**src/hdl/shift_pkg.sv**
```systemverilog
`default_nettype none

package shift_pkg;

	// ========================================================================
	// widths and depths
	// ========================================================================
	localparam int XLEN     = 64;
	localparam int REG_AW   = 5;
	localparam int REG_NUM  = 1 << REG_AW;
	localparam int SHAMT_W  = 6;
	localparam int ISSUE_DP = 4;
	localparam int ISSUE_IW = $clog2(ISSUE_DP);

	// ========================================================================
	// rv64i shift group encodings
	// ========================================================================
	localparam logic [6:0] OPC_OP_IMM    = 7'b0010011;
	localparam logic [6:0] OPC_OP        = 7'b0110011;
	localparam logic [6:0] OPC_OP_IMM_32 = 7'b0011011;
	localparam logic [6:0] OPC_OP_32     = 7'b0111011;

	localparam logic [2:0] F3_SLL = 3'b001;
	localparam logic [2:0] F3_SR  = 3'b101;

	// bit position inside funct7, instr[30]
	localparam int F7_ARITH = 5;

	// one buffer entry, kind bits are one-hot
	typedef struct packed {
		logic               is_sll;
		logic               is_srl;
		logic               is_sra;
		logic               is32;
		logic               use_imm;
		logic [REG_AW-1:0]  rd;
		logic [REG_AW-1:0]  rs1;
		logic [REG_AW-1:0]  rs2;
		logic [SHAMT_W-1:0] shamt_imm;
	} shift_info_t;

	typedef struct packed {
		logic               is_sll;
		logic               is_srl;
		logic               is_sra;
		logic               is32;
		logic [REG_AW-1:0]  rd;
		logic [XLEN-1:0]    op1;
		logic [SHAMT_W-1:0] op2;
	} shift_exe_t;

endpackage

`default_nettype wire

```
**src/hdl/issue_buffer.sv**
```systemverilog
`timescale 1ns/1ps
`default_nettype none

module issue_buffer import shift_pkg::*; #(
	parameter type entry_t = shift_info_t
) (
	input  logic                        CLK,
	input  logic                        rst_n,
	input  logic                        alloc_en,
	input  logic [ISSUE_IW-1:0]         alloc_index,
	input  entry_t                      alloc_info,
	input  logic                        pop,
	input  logic [ISSUE_IW-1:0]         pop_index,
	output logic [ISSUE_DP-1:0]         malloc,
	output entry_t [ISSUE_DP-1:0]       entries
);

	logic   [ISSUE_DP-1:0] malloc_q;
	entry_t [ISSUE_DP-1:0] entries_q;

	// ========================================================================
	// allocated bits
	// ========================================================================
	always_ff @(posedge CLK or negedge rst_n) begin
		if (!rst_n) begin
			malloc_q <= '0;
		end else begin
			// pop and alloc never hit the same slot in one cycle
			if (pop) begin
				malloc_q[pop_index] <= 1'b0;
			end
			if (alloc_en) begin
				malloc_q[alloc_index] <= 1'b1;
			end
		end
	end

	// payload storage
	always_ff @(posedge CLK) begin
		if (alloc_en) begin
			entries_q[alloc_index] <= alloc_info;
		end
	end

	assign malloc  = malloc_q;
	assign entries = entries_q;

	a_pop_allocated: assert property (
		@(posedge CLK) disable iff (!rst_n)
		pop |-> malloc_q[pop_index]
	) else $error("issue popped an empty buffer entry");

	a_alloc_free: assert property (
		@(posedge CLK) disable iff (!rst_n)
		alloc_en |-> !malloc_q[alloc_index]
	) else $error("dispatch allocated into an occupied buffer entry");

endmodule

`default_nettype wire

```
**config.mk**
```make
export PLATFORM = sky130hd
export DESIGN_NAME = issue_buffer
export DESIGN_NICKNAME = d
export VERILOG_FILES = /design/src/hdl/shift_pkg.sv /design/src/hdl/issue_buffer.sv
export SDC_FILE = /design/constraint.sdc
export NUM_CORES = 1
export LEC_CHECK = 0
export BUFFER_PORTS_ARGS = -buffer_cell sky130_fd_sc_hd__buf_2
export CAP_MARGIN = 20
export CORE_MARGIN = 3
export CORE_UTILIZATION = 42
export CTS_BUF_LIST = sky130_fd_sc_hd__clkbuf_8 sky130_fd_sc_hd__clkbuf_16
export CTS_CLUSTER_SIZE = 14
export DETAILED_ROUTE_END_ITERATION = 7
export PLACE_DENSITY = 0.75
export RECOVER_POWER = 25
export SLEW_MARGIN = 20
export SYNTH_ARGS = -nofsm -noshare
export SYNTH_HDL_FRONTEND = slang
export SYNTH_SLANG_ARGS = --single-unit
```
**constraint.sdc**
```tcl
create_clock -name CLK -period 0.8 [get_ports CLK]
set_input_delay 0.16 -clock CLK [delete_from_list [all_inputs] [get_ports CLK]]
set_output_delay 0.16 -clock CLK [all_outputs]
set_load 0.1 [all_outputs]
```
* Word-level counts from Yosys, hierarchy flattened
Cells that the tools add are included.
** Storage, ports and cells
- Bits of input ports :: 34
- Word-level logic and storage cells :: 55
- Flip-flop bits (word level) :: 108
** Operators by class
- $lt $le $gt $ge :: 4
- Multiplexer cells :: 9
- Bitwise gates (word level) :: 3
- Reductions and logical operators :: 2
** Operator list (count)
- bitwise mux 104 bit :: 1
- demux 26 bit (select 2 bit) :: 1
- two-way mux 26 bit :: 1
- two-way mux 4 bit :: 2
- < comparator 2 x 3 -> 1 bit (second input constant) :: 2
- AND 4 bit :: 1
- demux 1 bit (select 2 bit) :: 2
- greater-or-equal comparator 2 x 1 -> 1 bit (second input constant) :: 2
- NOT 4 bit :: 1
- OR 4 bit :: 1
- logical AND 1 bit :: 2
- two-way mux 1 bit :: 2

* Logic depth before layout (Yosys ltp)
Gate-level depths: netlist (run 1).
- Word-level depth :: 9
- Gate-level depth with buffers :: 2
- Gate-level depth less buffers :: 2

* Worst setup path before layout (run 1)
OpenSTA, ideal clock, no wires.
- Path kind :: in2reg
- Start :: input port alloc_index[1]
- End :: register entries_q, in the netlist entries[0] (enable)
- Arrival time :: 2.187 ns
- Library setup time :: 0.450 ns
- Buffers on the path :: 0
- Setup slack :: -1.837 ns
- Cell stages on the path :: 1
- Path through :: nor3b_1
** RTL lines
- from (decl) :: RTL line issue_buffer.sv:10 : input logic [ISSUE_IW-1:0] alloc_index,
- to (signal, indexed assignment) :: RTL line issue_buffer.sv:41 : entries_q[alloc_index] <= alloc_info;
- to (decl) :: RTL line issue_buffer.sv:19 : entry_t [ISSUE_DP-1:0] entries_q;

* Worst setup path in the final report (run 1)
- Start :: register malloc_q[0], in the netlist malloc[0]
- End :: output port malloc[0]
** RTL lines
- from (decl) :: RTL line issue_buffer.sv:18 : logic [ISSUE_DP-1:0] malloc_q;
- from (signal assigned) :: RTL line issue_buffer.sv:26 : malloc_q <= '0;
- from (signal, indexed assignment) :: RTL line issue_buffer.sv:30 : malloc_q[pop_index] <= 1'b0;
- from (signal, indexed assignment) :: RTL line issue_buffer.sv:33 : malloc_q[alloc_index] <= 1'b1;
- to (decl) :: RTL line issue_buffer.sv:14 : output logic [ISSUE_DP-1:0] malloc,
No word-level cell between the ends.

==> results of run 1 <==
[cells in the mapped netlist, drive strengths merged]
library cell	instances
nor2	1
and3	1
nor3b	1
nand3b	2
dfrtp	4
o2bb2ai	1
edfxtp	104
nand2	1
a21o	3
nand3	1
and3b	1
or3b	1
[per-layer routing]
metal / global-route usage, % / routed length (um)
met3: 9.084 / 821
met5: 0 / 0
met4: 9.736 / 308
met1: 23.99 / 3093
met2: 38.64 / 5132
[layout make-up]
| type | count | area, sq um | share of cell area, % |
|---|---|---|---|
| well taps | 99 | 123.9 | 2.004 |
| clock buffers | 9 | 123.9 | 2.004 |
| multi-input cells | 13 | 133.9 | 2.166 |
| repair buffers | 154 | 2486 | 40.22 |
| clock inverters | 7 | 75.07 | 1.215 |
| flip-flops and latches | 108 | 3238 | 52.39 |
[path summary, 6_finish.rpt]
kind | from | to | cells after the start
max in group asynchronous | rst_n | malloc[1]$_DFF_PN0_ | 2
worst max-delay path | malloc[0]$_DFF_PN0_ | malloc[0] | 1
worst min-delay path | alloc_info[19] | entries[71]$_DFFE_PP_ | 1
worst max register to register | malloc[0]$_DFF_PN0_ | malloc[0]$_DFF_PN0_ | 1
min in group asynchronous | rst_n | malloc[0]$_DFF_PN0_ | 2
worst min register to register | malloc[3]$_DFF_PN0_ | malloc[3]$_DFF_PN0_ | 1
[logic make-up (layout without fill, tap and decap cells)]
group	Yosys count	after routing	share of synthesized area, %
buffers and inverters	0	170	0
AOI/OAI and AO/OA	4	4	0.9441
and+or+nand+nor	9	9	1.775
DFF	108	108	97.28
[sequential cells by signal (all words and copies together), names as in the netlist]
register  cells
entries     104
malloc        4
[timing repair]
item | 4_1_cts | 5_1_grt
resized for setup | 0 | 1
hold endpoints to repair | 4 | 0
setup endpoints to repair | 108 | 119
hold buffers | 1 | 0
[power breakdown]
part / total [mW] / internal (mW) / switching, mW / leakage (nW)
registers: 6.80 / 6.55 / 0.259 / 0.998
clock network: 3.30 / 1.47 / 1.83 / 0.0992
logic: 3.59 / 1.17 / 2.41 / 1.24
[placed cells by master, fill, tap and decap left out, drive strengths merged]
| cell | count |
|---|---|
| clkbuf | 25 |
| a21o | 3 |
| and3b | 1 |
| dfrtp | 4 |
| nor3b | 1 |
| o2bb2ai | 1 |
| bufinv | 1 |
| or3b | 1 |
| nand3b | 2 |
| nand3 | 1 |
| nor2 | 1 |
| clkinv | 3 |
| clkinvlp | 1 |
| dlygate4sd3 | 1 |
| edfxtp | 104 |
| and3 | 1 |
| inv | 2 |
| nand2 | 1 |
| buf | 137 |
==> reports/summary.txt, run 1 <==
status: finished with violations
failing checks: negative setup slack
clk_skew: 0 ns
Worst EP arrival: 1.04 ns
WS Path Type: flip-flop to primary output
Area after DPL: 0.005988 sq mm
final setup fails: 110
RSZ-0062 raised after global routing: true
Final Net Count: 320
HPWL after DPL: 6989 um
pin count of the biggest net entering global routing: 27
layout cell share with drive strength beyond 1: 55.33%
# clock sinks: 108
violation count after the first detailed-route iteration: 95
clk slew on worst S/H paths: 0.10 ns
Std-Cell Rows: 31
Yosys Warn Count: 0
Util after Layout: 83.00%
critical path's top delay family: flip-flops
Worst Hold Class: primary input to flip-flop
r2r setup slk: 0 ns
number of antenna repair diodes: 0
TritonCTS buffer count: 9
clk buf depth: 2
WL/cell: 23.99 um
post-route insts no fill: 390
Layout area overhead: 86.56%
post-route cell area: 0.006181 sq mm
Post-CTS Setup Inserts: 0
Startpoint Class: flip-flop
relative slew slack: 83.74%
Max stage delay on crit path: 0.51 ns
Least-Margin Pin Slew: 0.2436 ns
syn_nets: 155
setup TNS: -36.89 ns
die height: 94.82 um
Avg Inst Size Synth: 27.38 sq um
critical-path cell list: buf_12
Post-Place Cells: 373
largest area contributor in the netlist: edfxtp_1
drt via density: 4.941
CTS tree: yes
vias: 1,927
LEAKAGE: 2.334 nW
Root Driver: clkbuf_8
FILL cells: 329
Final Hold Fails: 0
synth top area cells: edfxtp_1 94%, dfrtp_1 3.0%, a21o_1 0.68%
Port-buffer cells: 141
Critical Path Fanout Max: 2
Power Total: 13.69 mW
Cell Pwr Density: 2216 mW/mm^2
die outline width: 94.82 um
# IOs: 142
final WL: 9355 um
vias in the first global route: 2,137
DRC: 0
GP Congestion: 0.7668
global route overflow: 0
Final Cycle Share: 150.6%
CP bufs+invs: 1
Max Cap Viol: 0
Post-DRT Antenna Nets: 0
worst slack, placed: -0.3618 ns
#FFs+latches synth: 108
initial antenna violation count: 0
crit path capture type: primary output
global-route wire length before repair: 13,720 um
distinct cell type count after synthesis: 12
Achievable Freq: 0.8301 GHz
Crit-path slowest cell: dfrtp_4
Hold Slack: 0.03601 ns
Clock Latency Late Sink: 0.35 ns
die area: 0.008990 sq mm
H-tree lvl count: 3
GRT Overall Usage: 22.32%
core area: 0.007447 sq mm
post-synth top area share: 94.26%
sequential fraction of the synthesis area: 97.28%
final worst slack: -0.4047 ns
total iterations of the first detailed-routing run: 4
worst vdd rail ir drop: 1.715 mV
initial core utilization: 44.49%
max-slew violations: 0
Tmin final: 1.205 ns
Crit path required time: 0.64 ns
Mapped Area: 0.003313 sq mm
synthesized instance count: 121
Note: power is estimated with default switching activity, not from simulation.
==> inputs of run 2 (changes only) <==
- TNS_END_PERCENT: unset -> 10
==> run 2 against run 1 <==
  * The run still ends with negative setup slack left
  * Core utilization shrank 0.81 points
  * Via count grew 1.7%
  * Setup slack gained 0.0052 ns
  * Clock-buffer cell count is the same
  * Clock power grew 11%
  * Combinational power is essentially flat
  * Sequential power is essentially flat
  * Largest power group unchanged
  * Hold slack gained 0.0010 ns
  * Critical path type unchanged
  * Sequential share of layout area grew 0.27 points
  * Design area shrank 0.97%
==> reports/summary.txt, run 2 (synthesized netlist as in run 1, its figures left out) <==
failing checks: negative setup slack
Max Cap Viol: 0 (unchanged)
FILL cells: 327 (-0.61%)
drt via density: 5.039 (+2.0%)
LEAKAGE: 2.327 nW (-0.28%)
Area after DPL: 0.005876 sq mm (-1.9%)
global route overflow: 0 (unchanged)
post-route cell area: 0.006121 sq mm (-0.97%)
final setup fails: 108 (-1.8%)
CP bufs+invs: 1 (unchanged)
Post-DRT Antenna Nets: 0 (unchanged)
Hold Path Stages: 1 (unchanged)
Cell Pwr Density: 2288 mW/mm^2 (+3.2%)
Clock Latency Late Sink: 0.36 ns (about the same)
Critical Path Fanout Max: 1 (-1)
Worst R2R End: malloc[3]$_DFF_PN0_
Startpoint Class: flip-flop
violation count after the first detailed-route iteration: 88 (-7.4%)
Crit-path slowest cell: edfxtp_1
worst slack, placed: -0.3458 ns (+0.01594 ns)
clk slew on worst S/H paths: 0.11 ns (about the same)
GP Congestion: 0.7500 (-2.2%)
Post-CTS Setup Inserts: 0 (unchanged)
Power Total: 14.00 mW (+2.2%)
number of flip-flops in the largest register: 104 (unchanged)
Post-Place Cells: 369 (-1.1%)
die outline width: 94.82 um (unchanged)
Final Net Count: 320 (unchanged)
clk_skew: 0 ns (unchanged)
Hold Startpoint: alloc_info[0]
multi-input combinational cell area: 103.9 sq um (-22%)
Least-Margin Pin Slew: 0.2393 ns (-0.004328 ns)
relative slew slack: 84.03% (+0.29 points)
Worst R2R Start: malloc[3]$_DFF_PN0_
vias: 1,960 (+1.7%)
core area: 0.007447 sq mm (unchanged)
highest-count cells in the layout ignoring fill and taps: 111 x buf_12, 104 x edfxtp_1, 17 x clkbuf_1
Tmin final: 1.199 ns (-0.005244 ns)
die area: 0.008990 sq mm (unchanged)
# clock sinks: 108 (unchanged)
Layout area overhead: 84.74%
H-tree lvl count: 3 (unchanged)
total iterations of the first detailed-routing run: 4 (unchanged)
number of antenna repair diodes: 0 (unchanged)
final worst slack: -0.3995 ns (+0.005244 ns)
WL/cell: 25.42 um (+6.0%)
crit path capture type: primary output
TritonCTS buffer count: 9 (unchanged)
HPWL after DPL: 6634 um (-5.1%)
WS Path Type: flip-flop to primary output
CTS tree: yes
# IOs: 142 (unchanged)
vias in the first global route: 2,194 (+2.7%)
Worst EP arrival: 1.04 ns (about the same)
most common cell after layout, fill and taps aside: buf_12
Worst Hold Class: primary input to flip-flop
RSZ-0062 raised after global routing: true
worst vdd rail ir drop: 2.298 mV (+34%)
Crit path required time: 0.64 ns (about the same)
max-slew violations: 0 (unchanged)
initial core utilization: 44.49% (unchanged)
critical path's top delay family: flip-flops
WHS Endpoint: entries[26]$_DFFE_PP_
Achievable Freq: 0.8337 GHz (+0.44%)
clk buf depth: 2 (unchanged)
post-route insts no fill: 389 (-0.26%)
Root Driver: clkbuf_8
initial antenna violation count: 0 (unchanged)
DRC: 0 (unchanged)
GRT Overall Usage: 23.77% (+1.4 points)
Final Cycle Share: 149.9% (-0.66 points)
layout cell share with drive strength beyond 1: 51.03% (-4.3 points)
FF-to-FF path depth: 1 (unchanged)
die height: 94.82 um (unchanged)
pin count of the biggest net entering global routing: 28 (+3.7%)
global-route wire length before repair: 14,400 um (+5.0%)
Port-buffer cells: 141 (unchanged)
Final Hold Fails: 0 (unchanged)
Hold Slack: 0.03701 ns (+0.001001 ns)
r2r setup slk: 0.05 ns (+0.05 ns)
Reg area: 0.003223 sq mm (-0.46%)
critical-path cell list: buf_12
Max stage delay on crit path: 0.46 ns (-0.05 ns)
status: finished with violations
final WL: 9890 um (+5.7%)
Std-Cell Rows: 31 (unchanged)
## run 2: metrics by stage
step | TNS, ns | util (%)
global route | -42.16 | 82.19
finish | -38.14 | 82.19
floorplan | -82.33 | -
CTS | -40.22 | 82.29
global placement | -25.96 | 78.90
detailed placement | -31.52 | 78.90
## run 2: area by class of cell
cell class	count	area share (%)
multi-input combinational	13	1.697
timing repair buffer	154	40.15
sequential	108	52.66
clock buffer	9	2.024
clock inverter	6	1.451
tap	99	2.024
## run 2: layer usage
layer,GRT usage [%],up-vias,part of all wire [%],wire (um)
met3,9.004,24,11,1047
met5,1.190,-,0,0
met1,27.86,983,34,3394
met2,38.58,136,52,5153
met4,11.30,0,3.0,295
li1,-,817,-,-
## run 2: power breakdown
part	switching (mW)	internal, mW	leakage, nW
combinational	2.41	1.15	1.22
sequential	0.264	6.53	1.00
clock	1.90	1.76	0.103
total	4.57	9.43	2.33
## run 2: how the worst max path moves through the flow
stage                          startpoint                      to  depth (start not counted)
detailed placement         alloc_index[1]   entries[57]$_DFFE_PP_                          4
finish              entries[54]$_DFFE_PP_             entries[54]                          1
floorplan                  alloc_index[1]    entries[0]$_DFFE_PP_                          1
CTS                 entries[94]$_DFFE_PP_             entries[94]                          1
global placement           alloc_index[0]  entries[103]$_DFFE_PP_                          3
global route        entries[54]$_DFFE_PP_             entries[54]                          1
## run 2: repair_timing
item,4_1_cts,5_1_grt
gates resized for setup,0,1
hold endpoints to repair,11,4
endpoints found under the setup margin,108,123
hold buffers,4,1
==> inputs of run 3 (changes only) <==
- CELL_PAD_IN_SITES_DETAIL_PLACEMENT: unset -> 0
- CELL_PAD_IN_SITES_GLOBAL_PLACEMENT: unset -> 1
- CORE_UTILIZATION: 42 -> 35
- PLACE_DENSITY: 0.75 -> unset
- PLACE_DENSITY_LB_ADDON: unset -> 0.1
==> run 3 against run 2 <==
  * The run still ends with negative setup slack left
  * Total power is 5.6% lower
  * First-iteration DRC count is 43% lower
  * Design area is 2.1% higher
  * Sequential share of layout area is 1.1 points lower
  * Sequential power hardly changed
  * Clock-buffer cell count stayed put
  * Register-to-register slack better by 0.06 ns
  * Fmax is 3.5% higher
  * Flip-flop and latch count stayed put
  * Via count is 7.0% lower
  * Final cell count is 10% higher
==> reports/summary.txt, run 3 (synthesized netlist as in run 1, its figures left out) <==
status: finished with violations
failing checks: negative setup slack
critical path's top delay family: flip-flops
global route overflow: 0 (unchanged)
die area: 0.01067 sq mm (+19%)
number of antenna repair diodes: 0 (unchanged)
total iterations of the first detailed-routing run: 4 (unchanged)
H-tree lvl count: 3 (unchanged)
Startpoint Class: flip-flop
die height: 103.3 um (+8.9%)
Worst EP arrival: 1.00 ns (-0.04 ns)
worst vdd rail ir drop: 1.047 mV (-54%)
# IOs: 142 (unchanged)
Post-CTS Setup Inserts: 0 (unchanged)
RSZ-0062 raised after global routing: true
TritonCTS buffer count: 9 (unchanged)
Std-Cell Rows: 34 (+9.7%)
Crit-path slowest cell: edfxtp_1
Layout area overhead: 88.63%
CP bufs+invs: 1 (unchanged)
CTS tree: yes
vias in the first global route: 1,899 (-13%)
Achievable Freq: 0.8628 GHz (+3.5%)
final setup fails: 108 (unchanged)
drt via density: 4.259 (-15%)
Final Net Count: 331 (+3.4%)
Final Cycle Share: 144.9% (-5.1 points)
clk_skew: 0 ns (unchanged)
max-slew violations: 0 (unchanged)
WHS Endpoint: malloc[2]$_DFF_PN0_
Least-Margin Pin Slew: 0.2375 ns (-0.001827 ns)
r2r setup slk: 0.11 ns (+0.06 ns)
HPWL after DPL: 5667 um (-15%)
pin count of the biggest net entering global routing: 27 (-3.6%)
Post-CTS Resized: 0 (unchanged)
Tmin final: 1.159 ns (-0.04041 ns)
initial antenna violation count: 0 (unchanged)
critical-path cell list: buf_12
# clock sinks: 108 (unchanged)
Critical Path Fanout Max: 1 (unchanged)
FF-to-FF path depth: 1 (unchanged)
highest-count cells in the layout ignoring fill and taps: 113 x buf_12, 104 x edfxtp_1, 19 x buf_2
WL/cell: 17.60 um (-31%)
die outline width: 103.3 um (+8.9%)
Max Cap Viol: 0 (unchanged)
Crit path required time: 0.64 ns (about the same)
Port-buffer cells: 141 (unchanged)
Cell Pwr Density: 2116 mW/mm^2 (-7.5%)
global-route wire length before repair: 10,920 um (-24%)
GRT Overall Usage: 14.48% (-9.3 points)
crit path capture type: primary output
final WL: 7531 um (-24%)
Hold Path Stages: 2 (+1)
final worst slack: -0.3590 ns (+0.04041 ns)
core area: 0.008976 sq mm (+21%)
clk slew on worst S/H paths: 0.10 ns (about the same)
GP Congestion: 0.7366 (-1.8%)
clk buf depth: 2 (unchanged)
Post-DRT Antenna Nets: 0 (unchanged)
LEAKAGE: 2.378 nW (+2.2%)
relative slew slack: 84.17% (+0.14 points)
worst slack, placed: -0.3196 ns (+0.02626 ns)
violation count after the first detailed-route iteration: 50 (-43%)
number of flip-flops in the largest register: 104 (unchanged)
Max stage delay on crit path: 0.44 ns (-0.02 ns)
vias: 1,823 (-7.0%)
layout cell share with drive strength beyond 1: 50.99% (about the same)
WS Path Type: flip-flop to primary output
Clock Latency Late Sink: 0.36 ns (about the same)
most common cell after layout, fill and taps aside: buf_12
Final Hold Fails: 0 (unchanged)
Hold Startpoint: alloc_index[0]
Power Total: 13.22 mW (-5.6%)
Worst R2R Start: malloc[1]$_DFF_PN0_
initial core utilization: 36.91% (-7.6 points)
DRC: 0 (unchanged)
Root Driver: clkbuf_8
Worst R2R End: malloc[1]$_DFF_PN0_
Worst Hold Class: primary input to flip-flop
## run 3: cell type report
cell class | instances | area (sq um)
well taps | 126 | 157.7
clock inverters | 7 | 53.80
clock buffers | 9 | 123.9
repair buffers | 165 | 2587
fillers | 587 | 2726
flip-flops and latches | 108 | 3223
multi-input cells | 13 | 103.9
## run 3: power by group
group | total [mW] | switching, mW | internal, mW
Combinational | 3.55 | 2.36 | 1.19
Clock | 2.91 | 1.76 | 1.15
Sequential | 6.76 | 0.238 | 6.52
## run 3: worst max path at each step
| stage | from | end | cells past startpoint |
|---|---|---|---|
| after floorplan | alloc_index[1] | entries[0]$_DFFE_PP_ | 1 |
| after global placement | alloc_index[0] | entries[96]$_DFFE_PP_ | 3 |
| after detailed placement | alloc_index[1] | entries[14]$_DFFE_PP_ | 3 |
| after CTS | entries[36]$_DFFE_PP_ | entries[36] | 1 |
| after global routing | entries[57]$_DFFE_PP_ | entries[57] | 1 |
| final | entries[57]$_DFFE_PP_ | entries[57] | 1 |
## run 3: metal layers
metal / vias up / routed length, um / GRT usage (%)
met5: - / 0 / 0
met2: 87 / 4067 / 24.07
met1: 884 / 2712 / 17.00
li1: 840 / - / -
met4: 0 / 170 / 6.673
met3: 12 / 581 / 4.963
## run 3: through the flow
step	cell area, sq um	cells	hold WS [ns]	TNS (ns)	utilization, %
global placement	5949	398	-0.02700	-27.87	66.28
global route	6250	428	0.06768	-41.01	69.63
finish	6250	428	0.06097	-36.12	69.63
floorplan	3327	121	-0.1356	-82.33	-
detailed placement	5949	398	-0.02828	-29.19	66.28
CTS	6267	428	0.0004078	-39.41	69.82
## run 3: repair_timing
| action | in CTS | in global routing |
|---|---|---|
| hold endpoints to repair | 49 | 0 |
| hold buffers | 14 | 0 |
| setup endpoints to repair | 108 | 108 |
| gates cloned | 0 | 0 |
